**src/chipset_config.svh**
```systemverilog
/* widths, register offsets and interrupt bit numbers of the chip-bus core
   included by the package and by every module that decodes registers */
`ifndef CHIPSET_CONFIG_SVH
`define CHIPSET_CONFIG_SVH

`define CHIP_AW 12 // chip ram word address, 4K words
`define CPU_AW 13 // cpu word address, msb picks register space
`define DW 16

// custom register word offsets
`define REG_DMASRC 3'd0
`define REG_DMADST 3'd1
`define REG_DMALEN 3'd2
`define REG_DMACON 3'd3
`define REG_INTENA 3'd4
`define REG_INTREQ 3'd5
`define REG_INTENAR 3'd6
`define REG_INTREQR 3'd7

// interrupt and control bits
`define INT_MASTER 14 // master enable in intena
`define INT_SETCLR 15 // 1 sets, 0 clears
`define INT_DMA 3 // block copy finished
`define INT_EXT2 2 // external level 2 source
`define DMA_START 0 // dmacon start strobe

`endif

```
**src/chipset_pkg.sv**
```systemverilog
/* shared types of the chip-bus core
   imported by the RTL and the testbench */
`default_nettype none
`include "chipset_config.svh"

package chipset_pkg;

	// ----------------------------------------
	// bus widths
	typedef logic [`CHIP_AW-1:0] chip_addr_t; // chip ram word address
	typedef logic [`CPU_AW-1:0] cpu_addr_t; // cpu word address
	typedef logic [`DW-1:0] word_t;
	typedef logic [1:0] byte_en_t; // [1] upper byte, [0] lower byte

	// ----------------------------------------
	// custom register side
	typedef logic [2:0] reg_addr_t; // register word offset
	typedef logic [2:0] ipl_t; // encoded interrupt level
	typedef logic [14:0] int_bits_t; // intena / intreq without set-clr bit

	// last owner of chip ram
	typedef enum logic [1:0] {
		IDLE,
		DMA_SLOT,
		CPU_SLOT
	} arb_state_t;

endpackage

`default_nettype wire

```
**src/chip_bus_if.sv**
```systemverilog
/* chip ram link between a master and the arbiter or the arbiter and the ram,
   plus the control link from the custom registers to the copy channel */
`timescale 1ns/1ps
`default_nettype none

interface chip_bus_if;
	import chipset_pkg::*;

	logic       req; // level, held until gnt
	logic       gnt; // one-cycle pulse
	chip_addr_t addr;
	logic       we;
	byte_en_t   be;
	word_t      wdata;
	word_t      rdata;
	logic       rvalid; // one cycle after a read gnt

	modport requester (output req, addr, we, be, wdata, input gnt, rdata, rvalid);
	modport arbiter (input req, addr, we, be, wdata, output gnt, rdata, rvalid);
	modport host (output req, gnt, addr, we, be, wdata, input rdata, rvalid); // arbiter to ram
	modport ram (input gnt, addr, we, be, wdata, output rdata, rvalid);
endinterface

interface dma_ctrl_if;
	import chipset_pkg::*;

	chip_addr_t src;
	chip_addr_t dst;
	chip_addr_t len; // words to copy
	logic       start; // pulse
	logic       done; // pulse

	modport regs (output src, dst, len, start, input done);
	modport channel (input src, dst, len, start, output done);
endinterface

`default_nettype wire

```
**src/blit_dma.sv**
```systemverilog
/* block copy channel, one word read then written back per step
   started by the custom registers, reports done when the last word is written */
`timescale 1ns/1ps
`default_nettype none

module blit_dma (
	input wire logic    clk,
	input wire logic    reset,
	dma_ctrl_if.channel ctrl,
	chip_bus_if.requester bus
);
	import chipset_pkg::*;

	typedef enum logic [1:0] {D_IDLE, D_RD, D_WAIT, D_WR} dma_state_t;

	dma_state_t state_q;
	chip_addr_t src_q; // next source word
	chip_addr_t dst_q; // next destination word
	chip_addr_t cnt_q; // words left
	word_t      data_q; // word in flight
	logic       done_q;

	// request comes straight from the state
	assign bus.req   = (state_q == D_RD) || (state_q == D_WR);
	assign bus.we    = (state_q == D_WR);
	assign bus.addr  = (state_q == D_WR) ? dst_q : src_q;
	assign bus.be    = 2'b11; // always full words
	assign bus.wdata = data_q;
	assign ctrl.done = done_q;

	always_ff @(posedge clk) begin
		if (reset) begin
			state_q <= D_IDLE;
			cnt_q   <= '0;
			done_q  <= 1'b0;
		end else begin
			done_q <= 1'b0;
			case (state_q)
				D_IDLE: begin
					if (ctrl.start) begin
						if (ctrl.len == '0) begin
							done_q <= 1'b1; // nothing to copy
						end else begin
							src_q   <= ctrl.src;
							dst_q   <= ctrl.dst;
							cnt_q   <= ctrl.len;
							state_q <= D_RD;
						end
					end
				end
				D_RD: if (bus.gnt) state_q <= D_WAIT;
				D_WAIT: begin
					if (bus.rvalid) begin
						data_q  <= bus.rdata;
						state_q <= D_WR;
					end
				end
				D_WR: begin
					if (bus.gnt) begin
						src_q <= src_q + 1'b1;
						dst_q <= dst_q + 1'b1;
						cnt_q <= cnt_q - 1'b1;
						if (cnt_q == chip_addr_t'(1)) begin
							done_q  <= 1'b1; // last word written
							state_q <= D_IDLE;
						end else begin
							state_q <= D_RD;
						end
					end
				end
				default: state_q <= D_IDLE;
			endcase
		end
	end

endmodule

`default_nettype wire

```
**src/flat_wrapper.sv**
```systemverilog
// flat-port wrapper written by rule: the top's interface ports become plain ports
module blit_dma_flat import chipset_pkg::*;
  (clk, reset, ctrl_src, ctrl_dst, ctrl_len, ctrl_start, ctrl_done, bus_req, bus_addr, bus_we, bus_be, bus_wdata, bus_gnt, bus_rdata, bus_rvalid);
  dma_ctrl_if ctrl_i ();
  chip_bus_if bus_i ();
  input wire logic clk;
  input wire logic reset;
  input wire logic [$bits(ctrl_i.src)-1:0] ctrl_src;
  input wire logic [$bits(ctrl_i.dst)-1:0] ctrl_dst;
  input wire logic [$bits(ctrl_i.len)-1:0] ctrl_len;
  input wire logic [$bits(ctrl_i.start)-1:0] ctrl_start;
  output wire logic [$bits(ctrl_i.done)-1:0] ctrl_done;
  output wire logic [$bits(bus_i.req)-1:0] bus_req;
  output wire logic [$bits(bus_i.addr)-1:0] bus_addr;
  output wire logic [$bits(bus_i.we)-1:0] bus_we;
  output wire logic [$bits(bus_i.be)-1:0] bus_be;
  output wire logic [$bits(bus_i.wdata)-1:0] bus_wdata;
  input wire logic [$bits(bus_i.gnt)-1:0] bus_gnt;
  input wire logic [$bits(bus_i.rdata)-1:0] bus_rdata;
  input wire logic [$bits(bus_i.rvalid)-1:0] bus_rvalid;
  assign ctrl_i.src = ctrl_src;
  assign ctrl_i.dst = ctrl_dst;
  assign ctrl_i.len = ctrl_len;
  assign ctrl_i.start = ctrl_start;
  assign ctrl_done = ctrl_i.done;
  assign bus_req = bus_i.req;
  assign bus_addr = bus_i.addr;
  assign bus_we = bus_i.we;
  assign bus_be = bus_i.be;
  assign bus_wdata = bus_i.wdata;
  assign bus_i.gnt = bus_gnt;
  assign bus_i.rdata = bus_rdata;
  assign bus_i.rvalid = bus_rvalid;
  blit_dma u_core (.clk(clk), .reset(reset), .ctrl(ctrl_i), .bus(bus_i));
endmodule
```
**config.mk**
```make
export PLATFORM = sky130hd
export DESIGN_NAME = blit_dma_flat
export DESIGN_NICKNAME = d
export VERILOG_FILES = /design/src/chipset_pkg.sv /design/src/chip_bus_if.sv /design/src/blit_dma.sv /design/src/flat_wrapper.sv
export VERILOG_INCLUDE_DIRS = /design/src
export SDC_FILE = /design/constraint.sdc
export NUM_CORES = 1
export LEC_CHECK = 0
export ABC_AREA = 0
export BUFFER_PORTS_ARGS = -buffer_cell sky130_fd_sc_hd__buf_2
export CORE_ASPECT_RATIO = 1.2
export CORE_UTILIZATION = 40
export DETAILED_ROUTE_END_ITERATION = 10
export PLACE_DENSITY = 0.65
export SYNTH_ARGS = -nofsm -noshare
export SYNTH_HDL_FRONTEND = slang
export SYNTH_SLANG_ARGS = --single-unit
```
**constraint.sdc**
```tcl
create_clock -name clk -period 3.2 [get_ports clk]
set_input_delay 0.64 -clock clk [delete_from_list [all_inputs] [get_ports clk]]
set_output_delay 0.64 -clock clk [all_outputs]
set_load 0.005 [all_outputs]
```
==> results.yml <==
floorplanning:
  fp.dieH_um: 98.3
  initial_core_util_pct: 42.0
  num_rows: 34
  ios: 90
  core_um2: 7360
  die_area_um2: 8080
  fp.dieW_um: 82.2
detailed_routing:
  initialDrtViolationCount: 115
  drt-total-wl_mm: 7.36
  drtAntennaViolNets: 0
  wl_per_cell_um: 15.5
  routed_via_density: 5.57
  num_vias: 2651
  drcViolationCount: 0
  first_pass_iters: 4
sta:
  hold_viol: 0
  setup_viol: 0
  skew_ns: 0.0112
  rsz0062_at_grt: "no"
  finalMaxSlewViolations: 0
  worstMarginPinSlew_ns: 0.666
  final.setup.tns_ns: 0
  min_period_ns: 2.62
  max_freq_mhz: 381
  max_slew_margin_pct: 55.2
  finalCritPeriodShare_pct: 82.0
power_and_ir_drop:
  ir_drop_mv: 0.394
  intPower_mw: 1.49
  seq_power_share_pct: 46.1
  switchingPower_mw: 0.931
  p_leak_nw: 1.41
  sw_frac_of_total_pct: 38.5
  powerDensity_nw_per_um2: 660
  total_power_mw: 2.42
  combPwrFrac_pct: 38.7
  pwr-share-clk_pct: 15.2
clock_network:
  cts_made_buffers: 5
  postCtsResizedCells: 0
  clock_latency_ns: 0.30
  path_clk_slew_ns: 0.10
  hold_buffers: 0
  root_buffer: "clkbuf_8"
  post_cts_buffers: 0
  cts_max_level: 2
  cts.path.max_buffers: 2
  cts.sinks: 55
  cts_tree: "done"
synthesis:
  ys_warn_count: 0
  synth-edff-count: 40
  netlist_area_um2: 3090
  synth_cell_types: 53
  synthFlopType: "edfxtp_1"
  ys_async_sr_fraction_pct: 0
  ys_seq_area_share_pct: 48.6
  postSynthCellCount: 305
  syn_area_per_cell_um2: 10.1
  synth-seq-cells: 55
setup_path:
  crit_fanout: 52
  crit_type: "reg2out"
  cp.arrival_ns: 1.98
  startpoint_type: "flip-flop"
  crit_path_end_kind: "output pin"
  critPathRequiredTime_ns: 2.56
grt:
  grt_util_met2_pct: 31.0
  use_met1_pct: 25.1
  gr-max-usage-layer: "met2"
  antenna_found_initial: 0
  grt_max_degree: 53
  grt_pass1_vias: 2404
  grt_usage_pct: 18.8
  grt_remaining_overflow: 0
  grt_pass1_wl_mm: 11.7
  use_met3_pct: 2.90
run:
  cap_violations: 0
place:
  dp.cells: 468
  placed_area_um2: 3580
  dp_hpwl_mm: 5.43
  gp_congestion: 0.841
  io_buffers: 87
layout:
  layout_common_cells: "87 x buf_2, 40 x edfxtp_1, 33 x nor2_1"
  final_cells: 476
  stdcell_area_um2: 3660
  layout_commonest_cell: "buf_2"
  nets: 451
  drive_gt1_share_pct: 30.1
  synthToLayoutAreaGrowth_pct: 18.5
  diodes: 0
hold_path:
  hold_path.class: "reg2reg"
status:
  status: "complete, no violations"
-- registers in the layout, indices dropped and copies added (netlist names) --
name and cells:
u_core.bus.wdata 16, u_core.cnt_q 12, u_core.ctrl.done 1, u_core.dst_q 12, u_core.src_q 12, u_core.state_q 2
-- stage by stage --
step	setup WS, ns	hold slack, ns	util [%]
final	0.575	0.502	49.7
after CTS	0.573	0.492	49.7
after detailed placement	0.787	0.483	48.6
after global routing	0.477	0.484	49.7
after floorplan	0.428	0.460	-
after global placement	0.839	0.483	48.6
-- synthesized netlist by cell type, drive strengths merged (7+ instances only) --
cell type | number | area share [%]
clkbuf | 8 | 0.97
nand4 | 8 | 1.6
a31oi | 7 | 1.4
nand3 | 10 | 1.6
ha | 9 | 3.6
a21oi | 29 | 4.7
mux2 | 14 | 5.1
o31ai | 9 | 2.2
xnor2 | 14 | 4.0
nand2 | 17 | 2.1
buf | 10 | 2.0
dfxtp | 15 | 9.7
o311ai | 7 | 2.2
inv | 10 | 1.2
nor3 | 7 | 1.1
nor2 | 34 | 4.1
o21ai | 8 | 1.3
edfxtp | 40 | 39
nor4 | 8 | 1.8
-- metal layers --
metal / up-vias / wire length [um]
met1: 1259 / 3250
met3: 4 / 338
met2: 85 / 3710
met4: 0 / 57
li1: 1303 / -
met5: - / 0
-- cells by family after synthesis --
family | share of synthesized area, %
compound gates | 15.7
xor+xnor | 5.10
fa+ha+maj | 3.64
buf+inv | 4.21
flops | 48.6
mux | 5.10
other cells | 0.121
simple gates | 17.6
-- power by group through the flow --
stage / clock, mW / combinational [mW] / sequential [mW]
3_5_place_dp: 0 / 0.925 / 1.13
2_1_floorplan: 0 / 0.677 / 1.09
4_1_cts: 0.386 / 0.931 / 1.11
6_report: 0.367 / 0.935 / 1.12
5_1_grt: 0.404 / 1.05 / 1.14
3_3_place_gp: 0 / 0.912 / 1.13
-- cell type report --
| type | count | area, um^2 |
|---|---|---|
| flip-flops and latches | 55 | 1500 |
| clock buffers | 5 | 68.8 |
| clock inverters | 3 | 15.0 |
| repair buffers | 90 | 458 |
| well taps | 90 | 113 |
| multi-input cells | 223 | 1470 |
| inverters | 10 | 37.5 |
| fillers | 722 | 3700 |
-- worst max-delay path: stages, from the launching register on --
cell     delay (ns)
dfxtp_1        0.41
ha_2           0.22
buf_4          0.47
mux2_2         0.42
buf_2          0.13
-- path summary, 6_finish.rpt --
| check | endpoint | slack (ns) | cells past startpoint | from |
|---|---|---|---|---|
| worst min-delay path | u_core.cnt_q[10] | 0.50 | 2 | u_core.cnt_q[10] |
| worst min register to register | u_core.cnt_q[10] | 0.50 | 2 | u_core.cnt_q[10] |
| worst max register to register | u_core.dst_q[4] | 0.77 | 7 | u_core.state_q[0] |
| worst max-delay path | bus_addr[1] | 0.58 | 4 | u_core.state_q[1] |
(Power assumes the default switching activity.)
