[src/chipset_config.svh]
/* widths, register offsets and interrupt bit numbers of the chip-bus core
   included by the package and by every module that decodes registers */
`ifndef CHIPSET_CONFIG_SVH
`define CHIPSET_CONFIG_SVH

`define CHIP_AW 12 // chip ram word address, 4K words
`define CPU_AW 13 // cpu word address, msb picks register space
`define DW 16

// custom register word offsets
`define REG_DMASRC 3'd0
`define REG_DMADST 3'd1
`define REG_DMALEN 3'd2
`define REG_DMACON 3'd3
`define REG_INTENA 3'd4
`define REG_INTREQ 3'd5
`define REG_INTENAR 3'd6
`define REG_INTREQR 3'd7

// interrupt and control bits
`define INT_MASTER 14 // master enable in intena
`define INT_SETCLR 15 // 1 sets, 0 clears
`define INT_DMA 3 // block copy finished
`define INT_EXT2 2 // external level 2 source
`define DMA_START 0 // dmacon start strobe

`endif

[src/chipset_pkg.sv]
/* shared types of the chip-bus core
   imported by the RTL and the testbench */
`default_nettype none
`include "chipset_config.svh"

package chipset_pkg;

	// ----------------------------------------
	// bus widths
	typedef logic [`CHIP_AW-1:0] chip_addr_t; // chip ram word address
	typedef logic [`CPU_AW-1:0] cpu_addr_t; // cpu word address
	typedef logic [`DW-1:0] word_t;
	typedef logic [1:0] byte_en_t; // [1] upper byte, [0] lower byte

	// ----------------------------------------
	// custom register side
	typedef logic [2:0] reg_addr_t; // register word offset
	typedef logic [2:0] ipl_t; // encoded interrupt level
	typedef logic [14:0] int_bits_t; // intena / intreq without set-clr bit

	// last owner of chip ram
	typedef enum logic [1:0] {
		IDLE,
		DMA_SLOT,
		CPU_SLOT
	} arb_state_t;

endpackage

`default_nettype wire

[src/chip_bus_if.sv]
/* chip ram link between a master and the arbiter or the arbiter and the ram,
   plus the control link from the custom registers to the copy channel */
`timescale 1ns/1ps
`default_nettype none

interface chip_bus_if;
	import chipset_pkg::*;

	logic       req; // level, held until gnt
	logic       gnt; // one-cycle pulse
	chip_addr_t addr;
	logic       we;
	byte_en_t   be;
	word_t      wdata;
	word_t      rdata;
	logic       rvalid; // one cycle after a read gnt

	modport requester (output req, addr, we, be, wdata, input gnt, rdata, rvalid);
	modport arbiter (input req, addr, we, be, wdata, output gnt, rdata, rvalid);
	modport host (output req, gnt, addr, we, be, wdata, input rdata, rvalid); // arbiter to ram
	modport ram (input gnt, addr, we, be, wdata, output rdata, rvalid);
endinterface


`default_nettype wire

[src/chip_arbiter.sv]
/* chip ram arbiter between the copy channel and the cpu bridge
   one grant per clock, alternating when both ask, dma first after idle */
`timescale 1ns/1ps
`default_nettype none

module chip_arbiter (
	input wire logic    clk,
	input wire logic    reset,
	chip_bus_if.arbiter cpu,
	chip_bus_if.arbiter dma,
	chip_bus_if.host    ram
);
	import chipset_pkg::*;

	arb_state_t state_q; // owner of the last granted cycle
	logic       pick_dma;
	logic       pick_cpu;
	logic       rd_dma_q; // outstanding read belongs to dma

	// dma wins unless it had the previous slot and the cpu is waiting
	assign pick_dma = dma.req && (!cpu.req || state_q != DMA_SLOT);
	assign pick_cpu = cpu.req && !pick_dma;

	assign dma.gnt = pick_dma;
	assign cpu.gnt = pick_cpu;

	// ----------------------------------------
	// forward the owner to ram
	assign ram.req   = dma.req || cpu.req;
	assign ram.gnt   = pick_dma || pick_cpu; // ram enable
	assign ram.addr  = pick_dma ? dma.addr : cpu.addr;
	assign ram.we    = pick_dma ? dma.we : cpu.we;
	assign ram.be    = pick_dma ? dma.be : cpu.be;
	assign ram.wdata = pick_dma ? dma.wdata : cpu.wdata;

	// read data back to whoever asked
	assign dma.rdata  = ram.rdata;
	assign cpu.rdata  = ram.rdata;
	assign dma.rvalid = ram.rvalid && rd_dma_q;
	assign cpu.rvalid = ram.rvalid && !rd_dma_q;

	always_ff @(posedge clk) begin
		if (reset) begin
			state_q  <= IDLE;
			rd_dma_q <= 1'b0;
		end else begin
			if (pick_dma)
				state_q <= DMA_SLOT;
			else if (pick_cpu)
				state_q <= CPU_SLOT;
			else
				state_q <= IDLE; // empty cycle
			rd_dma_q <= pick_dma && !dma.we;
		end
	end

endmodule

`default_nettype wire

[src/flat_wrapper.sv]
// flat-port wrapper written by rule: the top's interface ports become plain ports
module chip_arbiter_flat import chipset_pkg::*;
  (clk, reset, cpu_req, cpu_addr, cpu_we, cpu_be, cpu_wdata, cpu_gnt, cpu_rdata, cpu_rvalid, dma_req, dma_addr, dma_we, dma_be, dma_wdata, dma_gnt, dma_rdata, dma_rvalid, ram_req, ram_gnt, ram_addr, ram_we, ram_be, ram_wdata, ram_rdata, ram_rvalid);
  chip_bus_if cpu_i ();
  chip_bus_if dma_i ();
  chip_bus_if ram_i ();
  input wire logic clk;
  input wire logic reset;
  input wire logic [$bits(cpu_i.req)-1:0] cpu_req;
  input wire logic [$bits(cpu_i.addr)-1:0] cpu_addr;
  input wire logic [$bits(cpu_i.we)-1:0] cpu_we;
  input wire logic [$bits(cpu_i.be)-1:0] cpu_be;
  input wire logic [$bits(cpu_i.wdata)-1:0] cpu_wdata;
  output wire logic [$bits(cpu_i.gnt)-1:0] cpu_gnt;
  output wire logic [$bits(cpu_i.rdata)-1:0] cpu_rdata;
  output wire logic [$bits(cpu_i.rvalid)-1:0] cpu_rvalid;
  input wire logic [$bits(dma_i.req)-1:0] dma_req;
  input wire logic [$bits(dma_i.addr)-1:0] dma_addr;
  input wire logic [$bits(dma_i.we)-1:0] dma_we;
  input wire logic [$bits(dma_i.be)-1:0] dma_be;
  input wire logic [$bits(dma_i.wdata)-1:0] dma_wdata;
  output wire logic [$bits(dma_i.gnt)-1:0] dma_gnt;
  output wire logic [$bits(dma_i.rdata)-1:0] dma_rdata;
  output wire logic [$bits(dma_i.rvalid)-1:0] dma_rvalid;
  output wire logic [$bits(ram_i.req)-1:0] ram_req;
  output wire logic [$bits(ram_i.gnt)-1:0] ram_gnt;
  output wire logic [$bits(ram_i.addr)-1:0] ram_addr;
  output wire logic [$bits(ram_i.we)-1:0] ram_we;
  output wire logic [$bits(ram_i.be)-1:0] ram_be;
  output wire logic [$bits(ram_i.wdata)-1:0] ram_wdata;
  input wire logic [$bits(ram_i.rdata)-1:0] ram_rdata;
  input wire logic [$bits(ram_i.rvalid)-1:0] ram_rvalid;
  assign cpu_i.req = cpu_req;
  assign cpu_i.addr = cpu_addr;
  assign cpu_i.we = cpu_we;
  assign cpu_i.be = cpu_be;
  assign cpu_i.wdata = cpu_wdata;
  assign cpu_gnt = cpu_i.gnt;
  assign cpu_rdata = cpu_i.rdata;
  assign cpu_rvalid = cpu_i.rvalid;
  assign dma_i.req = dma_req;
  assign dma_i.addr = dma_addr;
  assign dma_i.we = dma_we;
  assign dma_i.be = dma_be;
  assign dma_i.wdata = dma_wdata;
  assign dma_gnt = dma_i.gnt;
  assign dma_rdata = dma_i.rdata;
  assign dma_rvalid = dma_i.rvalid;
  assign ram_req = ram_i.req;
  assign ram_gnt = ram_i.gnt;
  assign ram_addr = ram_i.addr;
  assign ram_we = ram_i.we;
  assign ram_be = ram_i.be;
  assign ram_wdata = ram_i.wdata;
  assign ram_i.rdata = ram_rdata;
  assign ram_i.rvalid = ram_rvalid;
  chip_arbiter u_core (.clk(clk), .reset(reset), .cpu(cpu_i), .dma(dma_i), .ram(ram_i));
endmodule
[config.mk]
export PLATFORM = sky130hd
export DESIGN_NAME = chip_arbiter_flat
export DESIGN_NICKNAME = d
export VERILOG_FILES = /design/src/chipset_pkg.sv /design/src/chip_bus_if.sv /design/src/chip_arbiter.sv /design/src/flat_wrapper.sv
export VERILOG_INCLUDE_DIRS = /design/src
export SDC_FILE = /design/constraint.sdc
export NUM_CORES = 1
export LEC_CHECK = 0
export BUFFER_PORTS_ARGS = -buffer_cell sky130_fd_sc_hd__buf_2
export CAP_MARGIN = 10
export CORE_MARGIN = 3
export CORE_UTILIZATION = 33
export DETAILED_ROUTE_END_ITERATION = 10
export GPL_ROUTABILITY_DRIVEN = 0
export MAX_ROUTING_LAYER = met4
export PLACE_DENSITY = 0.83
export SLEW_MARGIN = 5
export SYNTH_ARGS = -nofsm -noshare
export SYNTH_HDL_FRONTEND = slang
export SYNTH_SLANG_ARGS = --single-unit
export TNS_END_PERCENT = 50
[constraint.sdc]
create_clock -name clk -period 1.2 [get_ports clk]
set_input_delay 0.18 -clock clk [delete_from_list [all_inputs] [get_ports clk]]
set_output_delay 0.18 -clock clk [all_outputs]
set_load 0.01 [all_outputs]
==> flow_metrics.tcl <==
set metrics [dict create \
    outcome "complete, but fails checks" \
    violations "setup timing" \
    peakVddDrop_v 0.0003260 \
    critPathArrivalTime_ns 1.27 \
    viasPerCell 5.140 \
    start_util 0.3521 \
    clk_pin_slew_ns 0.03 \
    switching_share 0.3735 \
    cp-end-kind "output port" \
    ys.flop_type "dfxtp_1" \
    seqPwrFrac 0.106 \
    htreeDepth 1 \
    rsz0062_at_grt "true" \
    fillers 417 \
    ys_types 19 \
    placement.setup.worst_slack_ns -0.02747 \
    clkPwrFrac 0.287 \
    synth.avg_cell_area_um2 7.559 \
    remaining_drc_errors 0 \
    max_freq_mhz 691.1 \
    postSynthCellCount 193 \
    dieArea_um2 5255 \
    ys_warn_count 0 \
    vias 1578 \
    hold_viol 0 \
    path_class "flip-flop to output port" \
    firstDrtPassIters 4 \
    tritoncts "built" \
    port_buffers 103 \
    core_area_um2 4144 \
    track_usage 0.1486 \
    critPathLaunchType "flip-flop" \
    placedCellCount 303 \
    path_max_fanout 8 \
    fin_util 0.4432 \
    routedWlPerCell_um 12.90 \
    clk_latency_ns 0.22 \
    hp-class "primary input to flip-flop" \
    grt_pass1_vias 1461 \
    ys_seq_area_frac 0.04117 \
    worstMarginPinSlew_ns 0.2433 \
    die_h_um 72.49 \
    grt_pass1_wl_mm 6.285 \
    drtIter0Drc 41 \
    cellPowerDensity_nw_per_um2 560.1 \
    clockRootBuffer "clkbuf_8" \
    finalNonFillerCells 307 \
    cts.hold.buffers_added 0 \
    layout_setup_ws_ns -0.2469 \
    ioPinCount 152 \
    drv_cap 0 \
    cts_buffers 3 \
    clockBufferDepth 2 \
    insertedDiodeCount 0 \
    grt_antenna_before_repair 0 \
    postCtsSetupRepairBufs 0 \
    ant_nets 0 \
    timing.slew.headroom 0.8378 \
    dp_hpwl_mm 3.114 \
    synth-edff-count 0 \
    p_leak_uw 0.0008918 \
    grt_overflow 0 \
    areaGrowthSynthToFinish_pct 25.90 \
    power_frac_comb 0.607 \
    tns_ns -7.046 \
    required_ns 1.02 \
    period_share 1.206 \
    switchingPower_uw 384.2 \
    skew_ns 0.003204 \
    synth_area_um2 1459 \
    synth-seq-cells 3 \
    grt_max_degree 40 \
    drv_slew 0 \
    finalPower_uw 1029 \
    synthArstFlopShare 0 \
    p_int_uw 644.5 \
    clock-sinks 3 \
    setup_violations 33 \
    rows 23 \
    drt_wl_total_mm 3.960 \
    chipWidth_um 72.49 \
    drive_gt1_frac 0.5837 \
    syn-num-nets 276 \
    nets 341 \
    fin_crit_ns 1.447 \
]
repair_timing:
action                                  4_1_cts  5_1_grt
cloned                                        0        0
pin swaps                                    11        2
resized for setup                             2        0
endpoints found under the setup margin       33       33
state kept, by name (all words and copies together), names as in the netlist:
| register | flops |
|---|---|
| u_core.rd_dma_q | 1 |
| u_core.state_q | 2 |
cells in the mapped netlist, types with 2 or more instances:
cell type,instances,area [um2]
nand4b_1,31,271.5
nand2b_1,33,206.5
o211ai_1,3,22.52
clkbuf_1,12,45.04
or2_2,2,12.51
o211ai_2,28,350.3
nand2_1,31,116.4
dfxtp_1,3,60.06
buf_4,32,240.2
nor2b_1,2,12.51
buf_2,4,20.02
buf_6,5,56.30
worst max-delay path, stage by stage, from the launching register on:
cell and delay (ns):
dfxtp_2 0.31, and3b_2 0.24, buf_4 0.19, o211ai_2 0.16, buf_2 0.15
final timing paths:
check               startpoint                 to  slack, ns  cells past startpoint
max reg2reg  u_core.state_q[1]  u_core.state_q[1]       0.20                      3
max          u_core.state_q[1]      ram_wdata[14]      -0.25                      4
min reg2reg  u_core.state_q[0]  u_core.state_q[0]       0.68                      2
min                      reset  u_core.state_q[1]       0.13                      2
layer usage:
metal  track usage  share of wire
met1        0.1500           0.39
met2        0.2821           0.50
met3       0.01939          0.090
met4       0.06557          0.022
met5             -              0
through the flow:
stage / hold slack (ns) / instance area, um2
5_1_grt: 0.1484 / 1837
2_1_floorplan: 0.2497 / 1459
3_5_place_dp: 0.3584 / 1789
3_3_place_gp: 0.3523 / 1789
4_1_cts: 0.1236 / 1837
6_report: 0.1270 / 1837
layout make-up:
class	instances	area (um2)	share of cell area
Sequential cell	3	62.56	0.03406
Inverter	1	3.754	0.002044
Timing Repair Buffer	113	628.1	0.3420
Clock buffer	4	45.04	0.02452
Tap cell	50	62.56	0.03406
Multi-Input combinational cell	136	1035	0.5634
power groups by stage:
stage               sequential (uW)  clock [uW]  combinational, uW
floorplan                       111           0                464
global placement                109           0                616
detailed placement              109           0                628
CTS                             109         302                632
global route                    110         313                686
finish                          109         295                625
cells in the final DEF, fill, tap and decap left out:
| cell type | synthesis | layout |
|---|---|---|
| nand4b_1 | 31 | 31 |
| o211ai_1 | 3 | 3 |
| buf_4 | 32 | 7 |
| dfxtp_2 | 0 | 2 |
| nor2b_1 | 2 | 2 |
| a21oi_1 | 1 | 1 |
| and3b_2 | 0 | 1 |
| nand2b_1 | 33 | 33 |
| or2_2 | 2 | 2 |
| inv_1 | 1 | 1 |
| clkbuf_1 | 12 | 1 |
| dfxtp_1 | 3 | 1 |
| clkbuf_8 | 0 | 3 |
| and2_1 | 1 | 1 |
| a211oi_1 | 1 | 1 |
| nor2_1 | 1 | 1 |
| buf_12 | 0 | 3 |
| o211ai_2 | 28 | 28 |
| buf_2 | 4 | 103 |
| nor3_2 | 1 | 1 |
| nand2_1 | 31 | 31 |
kinds of logic (layout without fill, tap and decap cells):
| family | after synthesis | after routing | share of synthesized area |
|---|---|---|---|
| buffers and inverters | 54 | 118 | 0.2504 |
| flip-flops | 3 | 3 | 0.04117 |
| AO/OA/AOI/OAI | 33 | 33 | 0.2642 |
| AND/OR/NAND/NOR | 103 | 103 | 0.4443 |
Note: power is estimated with default switching activity, not from simulation.
