==> src/chipset_config.svh <==
/* widths, register offsets and interrupt bit numbers of the chip-bus core
   included by the package and by every module that decodes registers */
`ifndef CHIPSET_CONFIG_SVH
`define CHIPSET_CONFIG_SVH

`define CHIP_AW 12 // chip ram word address, 4K words
`define CPU_AW 13 // cpu word address, msb picks register space
`define DW 16

// custom register word offsets
`define REG_DMASRC 3'd0
`define REG_DMADST 3'd1
`define REG_DMALEN 3'd2
`define REG_DMACON 3'd3
`define REG_INTENA 3'd4
`define REG_INTREQ 3'd5
`define REG_INTENAR 3'd6
`define REG_INTREQR 3'd7

// interrupt and control bits
`define INT_MASTER 14 // master enable in intena
`define INT_SETCLR 15 // 1 sets, 0 clears
`define INT_DMA 3 // block copy finished
`define INT_EXT2 2 // external level 2 source
`define DMA_START 0 // dmacon start strobe

`endif

==> src/chipset_pkg.sv <==
/* shared types of the chip-bus core
   imported by the RTL and the testbench */
`default_nettype none
`include "chipset_config.svh"

package chipset_pkg;

	// ----------------------------------------
	// bus widths
	typedef logic [`CHIP_AW-1:0] chip_addr_t; // chip ram word address
	typedef logic [`CPU_AW-1:0] cpu_addr_t; // cpu word address
	typedef logic [`DW-1:0] word_t;
	typedef logic [1:0] byte_en_t; // [1] upper byte, [0] lower byte

	// ----------------------------------------
	// custom register side
	typedef logic [2:0] reg_addr_t; // register word offset
	typedef logic [2:0] ipl_t; // encoded interrupt level
	typedef logic [14:0] int_bits_t; // intena / intreq without set-clr bit

	// last owner of chip ram
	typedef enum logic [1:0] {
		IDLE,
		DMA_SLOT,
		CPU_SLOT
	} arb_state_t;

endpackage

`default_nettype wire

==> src/chip_bus_if.sv <==
/* chip ram link between a master and the arbiter or the arbiter and the ram,
   plus the control link from the custom registers to the copy channel */
`timescale 1ns/1ps
`default_nettype none

interface chip_bus_if;
	import chipset_pkg::*;

	logic       req; // level, held until gnt
	logic       gnt; // one-cycle pulse
	chip_addr_t addr;
	logic       we;
	byte_en_t   be;
	word_t      wdata;
	word_t      rdata;
	logic       rvalid; // one cycle after a read gnt

	modport requester (output req, addr, we, be, wdata, input gnt, rdata, rvalid);
	modport arbiter (input req, addr, we, be, wdata, output gnt, rdata, rvalid);
	modport host (output req, gnt, addr, we, be, wdata, input rdata, rvalid); // arbiter to ram
	modport ram (input gnt, addr, we, be, wdata, output rdata, rvalid);
endinterface


`default_nettype wire

==> src/cpu_bridge.sv <==
/* 68k style bus bridge with held address strobe and one-cycle dtack
   steers each cycle to chip ram through the arbiter or to the custom registers */
`timescale 1ns/1ps
`default_nettype none
`include "chipset_config.svh"

module cpu_bridge (
	input  wire logic                  clk,
	input  wire logic                  reset,
	input  wire logic                  cpu_as_i, // held for the whole cycle
	input  wire logic                  cpu_we_i,
	input  wire chipset_pkg::cpu_addr_t cpu_addr_i,
	input  wire chipset_pkg::byte_en_t  cpu_be_i,
	input  wire chipset_pkg::word_t     cpu_wdata_i,
	output chipset_pkg::word_t          cpu_rdata_o,
	output logic                        cpu_dtack_o,
	chip_bus_if.requester               bus,
	output logic                        reg_sel_o,
	output logic                        reg_we_o,
	output chipset_pkg::reg_addr_t      reg_addr_o,
	output chipset_pkg::word_t          reg_wdata_o,
	input  wire chipset_pkg::word_t     reg_rdata_i
);
	import chipset_pkg::*;

	typedef enum logic [1:0] {S_IDLE, S_RAM, S_HOLD} br_state_t;

	br_state_t state_q;
	logic      is_reg; // register space
	logic      new_cyc; // fresh strobe while idle

	assign is_reg  = cpu_addr_i[`CPU_AW-1];
	assign new_cyc = (state_q == S_IDLE) && cpu_as_i;

	// register strobe lasts the first cycle only
	assign reg_sel_o   = new_cyc && is_reg;
	assign reg_we_o    = cpu_we_i;
	assign reg_addr_o  = cpu_addr_i[2:0];
	assign reg_wdata_o = cpu_wdata_i;

	// ----------------------------------------
	// cycle control
	always_ff @(posedge clk) begin
		if (reset) begin
			state_q     <= S_IDLE;
			bus.req     <= 1'b0;
			cpu_dtack_o <= 1'b0;
		end else begin
			cpu_dtack_o <= 1'b0; // pulse only
			case (state_q)
				S_IDLE: begin
					if (reg_sel_o) begin
						cpu_dtack_o <= 1'b1; // register access ends next cycle
						state_q     <= S_HOLD;
					end else if (new_cyc) begin
						bus.req <= 1'b1;
						state_q <= S_RAM;
					end
				end
				S_RAM: begin
					if (bus.gnt) begin
						bus.req <= 1'b0;
						if (bus.we) begin
							cpu_dtack_o <= 1'b1; // write done on its gnt
							state_q     <= S_HOLD;
						end
					end
					if (bus.rvalid) begin
						cpu_dtack_o <= 1'b1;
						state_q     <= S_HOLD;
					end
				end
				S_HOLD: if (!cpu_as_i) state_q <= S_IDLE; // wait for strobe to drop
				default: state_q <= S_IDLE;
			endcase
		end
	end

	// ram request payload and returned data
	always_ff @(posedge clk) begin
		if (new_cyc && !is_reg) begin
			bus.addr  <= cpu_addr_i[`CHIP_AW-1:0];
			bus.we    <= cpu_we_i;
			bus.be    <= cpu_be_i;
			bus.wdata <= cpu_wdata_i;
		end
		if (reg_sel_o)
			cpu_rdata_o <= reg_rdata_i;
		else if (bus.rvalid && state_q == S_RAM)
			cpu_rdata_o <= bus.rdata;
	end

endmodule

`default_nettype wire

==> src/flat_wrapper.sv <==
// flat-port wrapper written by rule: the top's interface ports become plain ports
module cpu_bridge_flat import chipset_pkg::*;
  (clk, reset, cpu_as_i, cpu_we_i, cpu_addr_i, cpu_be_i, cpu_wdata_i, cpu_rdata_o, cpu_dtack_o, reg_sel_o, reg_we_o, reg_addr_o, reg_wdata_o, reg_rdata_i, bus_req, bus_addr, bus_we, bus_be, bus_wdata, bus_gnt, bus_rdata, bus_rvalid);
  chip_bus_if bus_i ();
  input  wire logic clk;
  input  wire logic reset;
  input  wire logic cpu_as_i;
  input  wire logic cpu_we_i;
  input  wire chipset_pkg::cpu_addr_t cpu_addr_i;
  input  wire chipset_pkg::byte_en_t cpu_be_i;
  input  wire chipset_pkg::word_t cpu_wdata_i;
  output chipset_pkg::word_t cpu_rdata_o;
  output logic cpu_dtack_o;
  output logic reg_sel_o;
  output logic reg_we_o;
  output chipset_pkg::reg_addr_t reg_addr_o;
  output chipset_pkg::word_t reg_wdata_o;
  input  wire chipset_pkg::word_t reg_rdata_i;
  output wire logic [$bits(bus_i.req)-1:0] bus_req;
  output wire logic [$bits(bus_i.addr)-1:0] bus_addr;
  output wire logic [$bits(bus_i.we)-1:0] bus_we;
  output wire logic [$bits(bus_i.be)-1:0] bus_be;
  output wire logic [$bits(bus_i.wdata)-1:0] bus_wdata;
  input wire logic [$bits(bus_i.gnt)-1:0] bus_gnt;
  input wire logic [$bits(bus_i.rdata)-1:0] bus_rdata;
  input wire logic [$bits(bus_i.rvalid)-1:0] bus_rvalid;
  assign bus_req = bus_i.req;
  assign bus_addr = bus_i.addr;
  assign bus_we = bus_i.we;
  assign bus_be = bus_i.be;
  assign bus_wdata = bus_i.wdata;
  assign bus_i.gnt = bus_gnt;
  assign bus_i.rdata = bus_rdata;
  assign bus_i.rvalid = bus_rvalid;
  cpu_bridge u_core (.clk(clk), .reset(reset), .cpu_as_i(cpu_as_i), .cpu_we_i(cpu_we_i), .cpu_addr_i(cpu_addr_i), .cpu_be_i(cpu_be_i), .cpu_wdata_i(cpu_wdata_i), .cpu_rdata_o(cpu_rdata_o), .cpu_dtack_o(cpu_dtack_o), .bus(bus_i), .reg_sel_o(reg_sel_o), .reg_we_o(reg_we_o), .reg_addr_o(reg_addr_o), .reg_wdata_o(reg_wdata_o), .reg_rdata_i(reg_rdata_i));
endmodule
==> config.mk <==
export PLATFORM = sky130hd
export DESIGN_NAME = cpu_bridge_flat
export DESIGN_NICKNAME = d
export VERILOG_FILES = /design/src/chipset_pkg.sv /design/src/chip_bus_if.sv /design/src/cpu_bridge.sv /design/src/flat_wrapper.sv
export VERILOG_INCLUDE_DIRS = /design/src
export SDC_FILE = /design/constraint.sdc
export NUM_CORES = 1
export LEC_CHECK = 0
export BUFFER_PORTS_ARGS = -buffer_cell sky130_fd_sc_hd__buf_2
export CORE_MARGIN = 1
export CORE_UTILIZATION = 30
export CTS_BUF_LIST = sky130_fd_sc_hd__clkbuf_8 sky130_fd_sc_hd__clkbuf_16
export CTS_CLUSTER_SIZE = 40
export DETAILED_ROUTE_END_ITERATION = 10
export GPL_ROUTABILITY_DRIVEN = 0
export SYNTH_ARGS = -nofsm -noshare
export SYNTH_HDL_FRONTEND = slang
export SYNTH_SLANG_ARGS = --single-unit
==> constraint.sdc <==
create_clock -name clk -period 2 [get_ports clk]
set_input_delay 0.1 -clock clk [delete_from_list [all_inputs] [get_ports clk]]
set_output_delay 0.1 -clock clk [all_outputs]
set_load 0.02 [all_outputs]
==> impl_metrics.yaml <==
run_status:
  status: "finished clean"
drt:
  drt-wirelength-per-cell_um: 13.1
  antenna_left: 0
  drt_iter0_drc: 24
  vias: 1442
  viasPerCell: 4.24
  drt-total-wl_um: 4440
  drtPass1Iterations: 4
  drc: 0
synth:
  synth_area_per_cell_um2: 18.8
  synth_area_leaders: "edfxtp_1 71%, buf_4 7.5%, mux2_4 5.3%, mux2_2 5.1%, dfxtp_1 4.0%"
  synth_edf_count: 47
  synth_area_leader_cell: "edfxtp_1"
  yosysTopAreaCellShare_pct: 70.9
  synthTopCellsByCount: "47 x edfxtp_1, 20 x buf_4, 9 x mux2_2"
  synth-seq-area-share_pct: 75.0
  synth.ff_latch_count: 51
  ys.flop_type: "edfxtp_1"
  synth-async-reset-ratio_pct: 0
  syn-instance-count: 106
  ys.warnings.count: 0
  synth_cell_types: 19
  synth_area_mm2: 0.00199
  synth_nets: 175
  synth_most_common_cell: "edfxtp_1"
timing:
  fmax_ghz: 0.632
  hold_viol: 0
  fin_crit_sh_pct: 79.1
  maxSlewViolCount: 0
  worstMarginPinSlew_ps: 412
  finalSetupTns_ps: 0
  max_slew_margin_pct: 72.5
  finalSetupViolCount: 0
  grt_setup_unrepaired: "false"
  fin_skew_ps: 4.07
  period_needed_ps: 1580
worst_hold_path:
  whs_path_depth: 2
  worstHoldStart: "reset"
  holdCritPathClass: "input port to flip-flop"
  worstHoldEndpoint: "u_core.bus.req$_SDFFE_PP0P_"
run:
  maxCapViolCount: 0
setup_path:
  required_ps: 2060
  reg2reg_to: "u_core.cpu_rdata_o[14]$_DFFE_PP_"
  crit_family: "flip-flops"
  reg2regPathDepth: 3
  crit_path_end_kind: "flip-flop"
  critical_path.cell_chain: "and4bb_1 > buf_4 > mux2_2"
  cp_slowest_cell: "dfxtp_1"
  max_stage_delay_ps: 370
  worstReg2RegStart: "u_core.state_q[1]$_SDFFE_PP0P_"
  arrival_ps: 1640
  crit_buf_inv: 1
  reg2reg_slack_ps: 420
  worstSetupPathType: "flip-flop to flip-flop"
  worstPathMaxFanout: 17
  startpoint: "u_core.state_q[1]$_SDFFE_PP0P_"
  worstSetupStartpointType: "flip-flop"
global_routing:
  grt_pass1_vias: 1421
  grt_pass1_wl_um: 6950
  grt_overflow: 0
  grt_max_degree: 32
  grtUsageTotal_pct: 12.7
  antenna_found_initial: 0
clocking:
  cts_resized: 0
  cts_buffers: 5
  clk_pin_slew_ps: 90
  tritoncts: "done"
  insertion_delay_ps: 300
  root_buffer: "clkbuf_8"
  ctsLongestPathBuffers: 2
  clock_sinks: 51
  cts.htree.levels: 2
floorplan:
  die_area_mm2: 0.00696
  rows: 29
  start_util_pct: 31.2
  core_area_mm2: 0.00639
  fp.dieW_um: 83.4
  die_y_um: 83.4
  io_pins: 139
final_layout:
  syn_to_final_growth_pct: 52.3
  nets: 331
  antenna_cells: 0
  finish.utilization_pct: 47.5
  drive_gt1_share_pct: 62.7
pwr:
  power.leakage_uw: 0.00134
  power.density_mw_per_mm2: 734
  ir_drop_mv: 0.379
placement:
  post-dp-hpwl_um: 3050
  portBuffers: 138
==> worst reg2reg max path, cell delays in order (launching register included) <==
cell	delay, ps
dfxtp_1	370
and4bb_1	320
buf_4	280
mux2_2	380
==> kinds of logic (layout without fill, tap and decap cells) <==
logic type             count (synthesis)  count (layout)  synth area share, %
AO/OA/AOI/OAI                          7               7                 2.58
flip-flops                            51              51                 75.0
buffers and inverters                 24             181                 9.06
multiplexers                          16              16                 10.4
AND/OR/NAND/NOR                        8               8                 3.02
==> registers in the layout (all words and copies together) (netlist names) <==
name / cells
u_core.bus.wdata: 16
u_core.cpu_rdata_o: 16
u_core.bus.addr: 12
u_core.bus.be: 2
u_core.state_q: 2
u_core.bus.req: 1
u_core.bus.we: 1
u_core.cpu_dtack_o: 1
==> what timing repair did <==
action,4_1_cts,5_1_grt
endpoints found under the hold margin,31,0
hold buffers,31,0
buffers inserted,0,0
==> placed cells by master, fill, tap and decap left out <==
cell type	instances
mux2_4	7
and3b_1	1
nand2b_1	2
o2bb2ai_1	1
o22ai_1	2
nor2_1	2
and4bb_1	1
mux2_2	9
buf_4	1
o32ai_1	1
buf_12	1
clkbuf_8	5
clkinvlp_4	1
clkinv_4	1
a21o_1	1
or3b_2	1
inv_1	2
a21oi_1	1
edfxtp_1	47
a31o_2	1
dlygate4sd3_1	31
or4b_1	1
clkinv_1	1
buf_2	138
dfxtp_1	4
==> report_power, final <==
group | internal (uW) | switching (uW) | leakage [uW]
Sequential | 1240 | 17.0 | 0.000470
Clock | 244 | 337 | 0.0000418
Combinational | 185 | 204 | 0.000827
==> cell type report <==
cell class	instances	area (um2)
repair buffers	171	1030
well taps	77	96.3
multi-input cells	31	318
inverters	2	7.51
clock inverters	3	20.0
flip-flops and latches	51	1490
fillers	559	3360
clock buffers	5	68.8
==> through the flow <==
step | setup slack (ps) | instance area (um2) | std cells | power, uW | hold slack (ps)
3_5_place_dp | 423 | 2630 | 301 | 1620 | 280
6_report | 419 | 3030 | 340 | 2220 | 65.8
2_1_floorplan | 90.5 | 1990 | 106 | 1490 | 199
4_1_cts | 407 | 3030 | 340 | 2260 | 56.8
5_1_grt | 317 | 3030 | 340 | 2320 | 64.2
3_3_place_gp | 454 | 2630 | 301 | 1620 | 279
==> how the worst max path moves through the flow <==
stage                                       end  depth (start not counted)
2_1_floorplan      u_core.bus.addr[0]$_DFFE_PP_                          2
3_3_place_gp     u_core.bus.wdata[14]$_DFFE_PP_                          3
3_5_place_dp      u_core.bus.wdata[2]$_DFFE_PP_                          3
4_1_cts                               reg_sel_o                          3
5_1_grt                               reg_sel_o                          3
6_report       u_core.cpu_rdata_o[14]$_DFFE_PP_                          3
==> layer usage <==
| layer | wire length, um | GRT usage (%) |
|---|---|---|
| met1 | 1860 | 15.6 |
| met2 | 1990 | 21.0 |
| met3 | 537 | 5.47 |
| met4 | 44 | 2.77 |
| met5 | 0 | 0 |
Power figures use the tool's default switching activity.
