File: config.mk
export PLATFORM = sky130hd
export DESIGN_NAME = custom_regs_flat
export DESIGN_NICKNAME = d
export VERILOG_FILES = /design/src/chipset_pkg.sv /design/src/chip_bus_if.sv /design/src/custom_regs.sv /design/src/flat_wrapper.sv
export VERILOG_INCLUDE_DIRS = /design/src
export SDC_FILE = /design/constraint.sdc
export NUM_CORES = 1
export LEC_CHECK = 0
export BUFFER_PORTS_ARGS = -buffer_cell sky130_fd_sc_hd__buf_4
export CAP_MARGIN = 10
export CORE_UTILIZATION = 50
export DETAILED_ROUTE_END_ITERATION = 16
export PLACE_DENSITY = 0.76
export SYNTH_ARGS = -nofsm -noshare
export SYNTH_HDL_FRONTEND = slang
export SYNTH_SLANG_ARGS = --single-unit
File: constraint.sdc
create_clock -name clk -period 3 [get_ports clk]
set_input_delay 0.3 -clock clk [delete_from_list [all_inputs] [get_ports clk]]
set_output_delay 0.3 -clock clk [all_outputs]
set_load 0.05 [all_outputs]
File: src/chipset_config.svh
/* widths, register offsets and interrupt bit numbers of the chip-bus core
   included by the package and by every module that decodes registers */
`ifndef CHIPSET_CONFIG_SVH
`define CHIPSET_CONFIG_SVH

`define CHIP_AW 12 // chip ram word address, 4K words
`define CPU_AW 13 // cpu word address, msb picks register space
`define DW 16

// custom register word offsets
`define REG_DMASRC 3'd0
`define REG_DMADST 3'd1
`define REG_DMALEN 3'd2
`define REG_DMACON 3'd3
`define REG_INTENA 3'd4
`define REG_INTREQ 3'd5
`define REG_INTENAR 3'd6
`define REG_INTREQR 3'd7

// interrupt and control bits
`define INT_MASTER 14 // master enable in intena
`define INT_SETCLR 15 // 1 sets, 0 clears
`define INT_DMA 3 // block copy finished
`define INT_EXT2 2 // external level 2 source
`define DMA_START 0 // dmacon start strobe

`endif

File: src/chipset_pkg.sv
/* shared types of the chip-bus core
   imported by the RTL and the testbench */
`default_nettype none
`include "chipset_config.svh"

package chipset_pkg;

	// ----------------------------------------
	// bus widths
	typedef logic [`CHIP_AW-1:0] chip_addr_t; // chip ram word address
	typedef logic [`CPU_AW-1:0] cpu_addr_t; // cpu word address
	typedef logic [`DW-1:0] word_t;
	typedef logic [1:0] byte_en_t; // [1] upper byte, [0] lower byte

	// ----------------------------------------
	// custom register side
	typedef logic [2:0] reg_addr_t; // register word offset
	typedef logic [2:0] ipl_t; // encoded interrupt level
	typedef logic [14:0] int_bits_t; // intena / intreq without set-clr bit

	// last owner of chip ram
	typedef enum logic [1:0] {
		IDLE,
		DMA_SLOT,
		CPU_SLOT
	} arb_state_t;

endpackage

`default_nettype wire

File: src/chip_bus_if.sv
/* chip ram link between a master and the arbiter or the arbiter and the ram,
   plus the control link from the custom registers to the copy channel */
`timescale 1ns/1ps
`default_nettype none


interface dma_ctrl_if;
	import chipset_pkg::*;

	chip_addr_t src;
	chip_addr_t dst;
	chip_addr_t len; // words to copy
	logic       start; // pulse
	logic       done; // pulse

	modport regs (output src, dst, len, start, input done);
	modport channel (input src, dst, len, start, output done);
endinterface

`default_nettype wire

File: src/custom_regs.sv
/* custom register block with dma pointers, intena/intreq and level encoder
   written and read through the single-cycle register strobe of the cpu bridge */
`timescale 1ns/1ps
`default_nettype none
`include "chipset_config.svh"

module custom_regs (
	input  wire logic                   clk,
	input  wire logic                   reset,
	input  wire logic                   reg_sel_i, // one cycle per access
	input  wire logic                   reg_we_i,
	input  wire chipset_pkg::reg_addr_t reg_addr_i,
	input  wire chipset_pkg::word_t     reg_wdata_i,
	output chipset_pkg::word_t          reg_rdata_o,
	input  wire logic                   ext_int_i, // level
	dma_ctrl_if.regs                    dma,
	output chipset_pkg::ipl_t           cpu_ipl_o
);
	import chipset_pkg::*;

	chip_addr_t src_q, dst_q, len_q;
	int_bits_t  intena_q, intreq_q;
	logic       start_q;
	logic       wr;
	int_bits_t  wbits; // written bits without set-clr

	assign wr    = reg_sel_i && reg_we_i;
	assign wbits = reg_wdata_i[14:0];

	assign dma.src   = src_q;
	assign dma.dst   = dst_q;
	assign dma.len   = len_q;
	assign dma.start = start_q;

	// ----------------------------------------
	// register writes
	always_ff @(posedge clk) begin
		if (reset) begin
			intena_q <= '0;
			intreq_q <= '0;
			start_q  <= 1'b0;
		end else begin
			start_q <= wr && reg_addr_i == `REG_DMACON && reg_wdata_i[`DMA_START];
			if (wr && reg_addr_i == `REG_INTENA)
				intena_q <= reg_wdata_i[`INT_SETCLR] ? (intena_q | wbits) : (intena_q & ~wbits);
			if (wr && reg_addr_i == `REG_INTREQ)
				intreq_q <= reg_wdata_i[`INT_SETCLR] ? (intreq_q | wbits) : (intreq_q & ~wbits);
			if (dma.done) intreq_q[`INT_DMA] <= 1'b1; // hardware sources win
			if (ext_int_i) intreq_q[`INT_EXT2] <= 1'b1;
		end
	end

	always_ff @(posedge clk) begin
		if (wr && reg_addr_i == `REG_DMASRC) src_q <= reg_wdata_i[`CHIP_AW-1:0];
		if (wr && reg_addr_i == `REG_DMADST) dst_q <= reg_wdata_i[`CHIP_AW-1:0];
		if (wr && reg_addr_i == `REG_DMALEN) len_q <= reg_wdata_i[`CHIP_AW-1:0];
	end

	// read mux, unlisted offsets read 0
	always_comb begin
		case (reg_addr_i)
			`REG_DMASRC:  reg_rdata_o = word_t'(src_q);
			`REG_DMADST:  reg_rdata_o = word_t'(dst_q);
			`REG_DMALEN:  reg_rdata_o = word_t'(len_q);
			`REG_INTENAR: reg_rdata_o = {1'b0, intena_q};
			`REG_INTREQR: reg_rdata_o = {1'b0, intreq_q};
			default:      reg_rdata_o = '0;
		endcase
	end

	// level encoder, registered so it lags the registers by one clock
	always_ff @(posedge clk) begin
		if (reset)
			cpu_ipl_o <= '0;
		else if (!intena_q[`INT_MASTER])
			cpu_ipl_o <= '0;
		else if (intreq_q[`INT_DMA] && intena_q[`INT_DMA])
			cpu_ipl_o <= 3'd3;
		else if (intreq_q[`INT_EXT2] && intena_q[`INT_EXT2])
			cpu_ipl_o <= 3'd2;
		else
			cpu_ipl_o <= '0;
	end

endmodule

`default_nettype wire

File: src/flat_wrapper.sv
// flat-port wrapper written by rule: the top's interface ports become plain ports
module custom_regs_flat import chipset_pkg::*;
  (clk, reset, reg_sel_i, reg_we_i, reg_addr_i, reg_wdata_i, reg_rdata_o, ext_int_i, cpu_ipl_o, dma_src, dma_dst, dma_len, dma_start, dma_done);
  dma_ctrl_if dma_i ();
  input  wire logic clk;
  input  wire logic reset;
  input  wire logic reg_sel_i;
  input  wire logic reg_we_i;
  input  wire chipset_pkg::reg_addr_t reg_addr_i;
  input  wire chipset_pkg::word_t reg_wdata_i;
  output chipset_pkg::word_t reg_rdata_o;
  input  wire logic ext_int_i;
  output chipset_pkg::ipl_t cpu_ipl_o;
  output wire logic [$bits(dma_i.src)-1:0] dma_src;
  output wire logic [$bits(dma_i.dst)-1:0] dma_dst;
  output wire logic [$bits(dma_i.len)-1:0] dma_len;
  output wire logic [$bits(dma_i.start)-1:0] dma_start;
  input wire logic [$bits(dma_i.done)-1:0] dma_done;
  assign dma_src = dma_i.src;
  assign dma_dst = dma_i.dst;
  assign dma_len = dma_i.len;
  assign dma_start = dma_i.start;
  assign dma_i.done = dma_done;
  custom_regs u_core (.clk(clk), .reset(reset), .reg_sel_i(reg_sel_i), .reg_we_i(reg_we_i), .reg_addr_i(reg_addr_i), .reg_wdata_i(reg_wdata_i), .reg_rdata_o(reg_rdata_o), .ext_int_i(ext_int_i), .dma(dma_i), .cpu_ipl_o(cpu_ipl_o));
endmodule
==> out/qor.csv, run 1 <==
stage,metric,value,unit
status,status,finished clean,
cts,cts-root-buf,clkbuf_8,
synthesis,synth_top_cell_area_share,0.349,
synthesis,syn_area_per_cell,11.4,um^2
setup_path,cp_top_family,simple AND/OR/NAND/NOR gates,
route,vias,2420,
sta,hold_viol,0,
synthesis,synth_mux_area_frac,0.108,
die,die_h,80.7,um
synthesis,synth_compound_area_frac,0.136,
placement,dpl_cell_area,3690,um^2
sta,tightest_slew,0.765,ns
grt,overflow,0,
die,num_rows,28,
setup_path,worst_path_max_delay_cell,and2_1,
route,wl,7.77,mm
sta,fin_crit_sh,0.668,
power,power_density,550,nW/um^2
sta,setup_viol,0,
synthesis,synthAdderAreaFrac,0,
sta,slew_headroom,0.490,
final_layout,final_util,0.659,
route,drt_pass1_iterations,4,
setup_path,worstSetupEndpointType,output port,
synthesis,synth_seq_cells,69,
setup_path,crit_cells,5,
cts,cts_tree,yes,
run,cap_viol_max_count,0,
worst_hold_path,hold_path_depth,1,
sta,fin_crit,2.00,ns
setup_path,r2r_cells,2,
route,viasPerCell,5.76,
setup_path,worst-endpoint-required,2.70,ns
cts,cts_setup_buffers,0,
grt,grt_pass1_wl,12.1,mm
synthesis,synth_top_family_by_area,simple AND/OR/NAND/NOR gates,
power,peakVddDrop,0.000303,V
worst_hold_path,hp-class,input port to flip-flop,
power,p_leak,1.56,nW
cts,cts.clk_slew.worst_paths,0.08,ns
placement,dp.cells,404,
die,core,5960,um^2
synthesis,yosysWarnings,0,
synthesis,synth-simple-area-share,0.146,
sta,clock.fmax,499,MHz
synthesis,yosysTopAreaCell,edfxtp_1,
route,drtIter0Drc,143,
grt,antenna_found_initial,0,
synthesis,ys_top_cells_by_area,"edfxtp_1, dfxtp_1, mux2i_1, mux2_2, a21oi_1",
grt,grt_max_degree,74,
cts,ctsResizeCount,0,
cts,cts_sinks,69,
final_layout,fin_area,3930,um^2
cts,clk-insertion-delay-late,0.34,ns
synthesis,synth_cells,271,
die,die_x,80.7,um
die,dieArea,6510,um^2
grt,grt_use_total,0.256,
cts,hold_buffers,0,
final_layout,fin_cells,420,
setup_path,crit_fanout,20,
cts,numCtsBuffers,9,
synthesis,synthDistinctLibCells,29,
setup_path,cp_cell_sequence,buf_4 > and2_1 > a22oi_1 > a21oi_1 > buf_4,
final_layout,layout.nets,365,
placement,gp_congestion,0.750,
synthesis,synth_area,3090,um^2
setup_path,crit_buf_inv,2,
sta,finalClockSkew,0.00369,ns
route,wl_per_cell,18.5,um
die,io_pins,81,
synthesis,seq_area_frac_synth,0.563,
final_layout,antennaDiodeCount,0,
placement,portBuffers,78,
route,drc,0,
placement,post-place-ws,1.00,ns
setup_path,cp.arrival,1.70,ns
synthesis,synthXorXnorAreaFrac,0,
sta,rsz0062_at_grt,false,
setup_path,cp_common_cell,buf_4,
grt,grt_pass1_vias,2327,
final_layout,area_delta_synth_final,26.9,%
cts,clockBufferDepth,2,
sta,fin_setup_tns,0,ns
sta,setup_ws,0.997,ns
setup_path,critical_path.max_stage_delay,0.52,ns
setup_path,crit_type,input port to output port,
final_layout,drive_above_1_share,0.336,
setup_path,startpoint_type,input port,
placement,dp_hpwl,4.74,mm
sta,drv_slew,0,
route,antenna_left,0,
cts,htreeDepth,3,
die,initial_utilization,0.520,
-- kinds of logic after synthesis --
family	count (synthesis)
AO/OA/AOI/OAI	65
buffers and inverters	27
flip-flops	69
multiplexers	32
other	1
AND/OR/NAND/NOR	77
-- cells in the mapped netlist (all sizes together) --
cell type and count:
edfxtp 36, conb 1, a21oi 26, clkbuf 11, and4b 1, nand4b 2
o21ai 13, nand3 2, buf 16, a22oi 12, dfxtp 33, nand3b 15
nor2 6, nand2b 18, mux2 12, nor4b 1, nor3 1, nand2 18
and2 1, nand4 11, nor4 1, a221oi 12, mux2i 20, a41oi 2
-- metrics by stage --
stage / total power [mW] / hold WS [ns]
floorplan: 1.21 / 0.399
global placement: 1.30 / 0.458
detailed placement: 1.30 / 0.467
CTS: 2.16 / 0.173
global route: 2.22 / 0.172
finish: 2.16 / 0.181
-- worst paths after layout --
check / endpoint / slack, ns / startpoint
setup reg to reg: flip-flop / 2.31 / flip-flop
setup / recovery: reg_rdata_o[2] / 1.0 / reg_addr_i[2]
hold / removal: u_core.dma.dst[8]$_DFFE_PP_ / 0.18 / reg_wdata_i[8]
hold reg to reg: flip-flop / 0.48 / flip-flop
-- placed cells by master (no fill, tap or decap), types with 11 or more instances in the layout --
cell and instances:
dfxtp_1 33, a22oi_1 12, mux2_2 12, o21ai_0 13, clkbuf_8 12, mux2i_1 20, nand4_1 11, nand2b_1 18
edfxtp_1 36, buf_4 84, nand3b_1 15, nand2_1 18, a21oi_1 26
-- area by class of cell --
| cell class | instances | area, um^2 |
|---|---|---|
| clock inverters | 4 | 68.8 |
| clock buffers | 12 | 165 |
| flip-flops and latches | 69 | 1740 |
| multi-input cells | 176 | 1230 |
| well taps | 75 | 93.8 |
| repair buffers | 84 | 631 |
| fillers | 473 | 2030 |
-- per-layer routing --
layer,GRT usage,wire [um],up-vias
li1,-,-,1159
met1,0.324,3250,1148
met2,0.425,3810,100
met3,0.0420,595,13
met4,0.114,113,0
met5,0,0,-
-- power breakdown --
part	leakage, nW	switching (mW)	internal, mW	total (mW)
clock	0.120	0.346	0.533	0.878
sequential	0.592	0.00831	1.01	1.01
combinational	0.844	0.181	0.0853	0.266
total	1.56	0.535	1.62	2.16
(Power assumes the default switching activity.)
==> run 2, diff against run 1 <==
==> constraint.sdc (replaced) <==
create_clock -name clk -period 1.9 [get_ports clk]
set_input_delay 0.19 -clock clk [delete_from_list [all_inputs] [get_ports clk]]
set_output_delay 0.19 -clock clk [all_outputs]
set_load 0.05 [all_outputs]
==> run 2 against run 1 <==
  * Clock skew fell by 0.0023 ns
  * Register-to-register slack got worse by 1.1 ns
  * Non-clock buffer count rose by 14
  * Critical path depth fell by 1
  * Die area did not move
==> out/qor.csv, run 2 (synthesized netlist as in run 1, its figures left out) <==
stage,metric,value,unit
sta,rsz0062_at_grt,false,
final_layout,final_common_cell,buf_4,
final_layout,n_fill_cell,472,
worst_hold_path,hp-start,reg_wdata_i[5],
route,vias,2604,
route,drt_pass1_iterations,5,
route,wl_per_cell,18.6,um
route,drc,0,
cts,hold_buffers,0,
route,met1_length,3.62,mm
sta,clock.fmax,559,MHz
die,die_h,80.7,um
grt,grt_pass1_vias,2325,
setup_path,startpoint,u_core.dma.len[11]$_DFFE_PP_,
sta,fin_crit_sh,0.941,
status,status,finished clean,
sta,fin_crit,1.79,ns
cts,cts-root-buf,clkbuf_8,
grt,antenna_found_initial,0,
sta,setup_viol,0,
setup_path,worst-endpoint-required,1.71,ns
grt,grt_use_total,0.257,
final_layout,layout.nets,379,
setup_path,crit_fanout,2,
worst_hold_path,hp-class,input port to flip-flop,
power,peakVddDrop,0.000599,V
route,antenna_left,0,
sta,fin_hold_ws,0.0657,ns
sta,hold_viol,0,
setup_path,startpoint_type,flip-flop,
grt,grt_pass1_wl,12.1,mm
final_layout,antennaDiodeCount,0,
cts,ctsResizeCount,0,
cts,clk-insertion-delay-late,0.34,ns
cts,cts_sinks,69,
placement,dp_hpwl,5.36,mm
cts,cts.clk_slew.worst_paths,0.07,ns
power,power_density,802,nW/um^2
route,topRoutingLayerUsed,met4,
die,dieArea,6510,um^2
sta,setup_ws,0.111,ns
final_layout,layout_common_cells,"buf_4, edfxtp_1, dfxtp_1",
sta,finalClockSkew,0.00143,ns
cts,numCtsBuffers,9,
setup_path,crit_type,flip-flop to output port,
sta,drv_slew,0,
cts,clockBufferDepth,2,
route,met3_wirelength,459,um
placement,gp_congestion,0.850,
die,core,5960,um^2
cts,htreeDepth,3,
power,p_leak,1.62,nW
sta,fin_setup_tns,0,ns
cts,cts_setup_buffers,0,
die,io_pins,81,
final_layout,area_delta_synth_final,31.3,%
grt,overflow,0,
grt,grt_max_degree,45,
placement,post-place-ws,0.287,ns
route,viasPerCell,6.00,
die,initial_utilization,0.520,
cts,cts_tree,yes,
placement,portBuffers,78,
route,wl,8.07,mm
run,cap_viol_max_count,0,
final_layout,drive_above_1_share,0.382,
setup_path,cp.arrival,1.60,ns
route,drtIter0Drc,198,
route,wl_met2,3.88,mm
die,num_rows,28,
setup_path,worstSetupEndpointType,output port,
die,die_x,80.7,um
==> run 2: changes by cell type in the layout (fill, tap and decap cells not counted), sizes merged <==
cell    previous run  this run
buf               84        98
bufinv             2         1
clkinv             2         0
clkbuf            12        15
==> run 2: final cells by class <==
class                      count  area (um^2)  share of cell area
tap                           75         93.8              0.0231
sequential                    69         1740               0.429
clock buffer                  15          166              0.0410
multi-input combinational    176         1280               0.315
timing repair buffer          98          748               0.184
clock inverter                 1         30.0             0.00739
==> run 2: final timing paths <==
check,end,slack (ns),cells after the start
max reg2reg,flip-flop,1.21,2
min reg2reg,flip-flop,0.48,2
max,reg_rdata_o[11],0.11,4
min,u_core.dma.dst[5]$_DFFE_PP_,0.07,1
==> run 2: per-stage QoR <==
| step | utilization | power, mW | cells | area [um^2] |
|---|---|---|---|---|
| 2_1_floorplan | - | 1.92 | 272 | 3150 |
| 3_3_place_gp | 0.649 | 2.08 | 418 | 3860 |
| 3_5_place_dp | 0.649 | 2.09 | 418 | 3860 |
| 4_1_cts | 0.682 | 3.26 | 434 | 4060 |
| 5_1_grt | 0.682 | 3.36 | 434 | 4060 |
| 6_report | 0.682 | 3.26 | 434 | 4060 |
==> run 2: where the power goes <==
part	switching (mW)	total [mW]	leakage [nW]	internal (mW)
logic	0.301	0.456	0.928	0.155
registers	0.0128	1.60	0.592	1.59
clock network	0.518	1.20	0.0979	0.681
total	0.832	3.26	1.62	2.43
==> run 2: critical path, stage by stage, from the launching register on <==
cell and delay (ns):
edfxtp_1 0.40, mux2_2 0.28, a221oi_1 0.32, a21oi_2 0.06
buf_4 0.20
==> run 2: metal layers <==
layer,vias up,track usage
met1,1312,0.350
li1,1182,-
met5,-,0
met3,10,0.0489
met4,0,0.104
met2,100,0.400
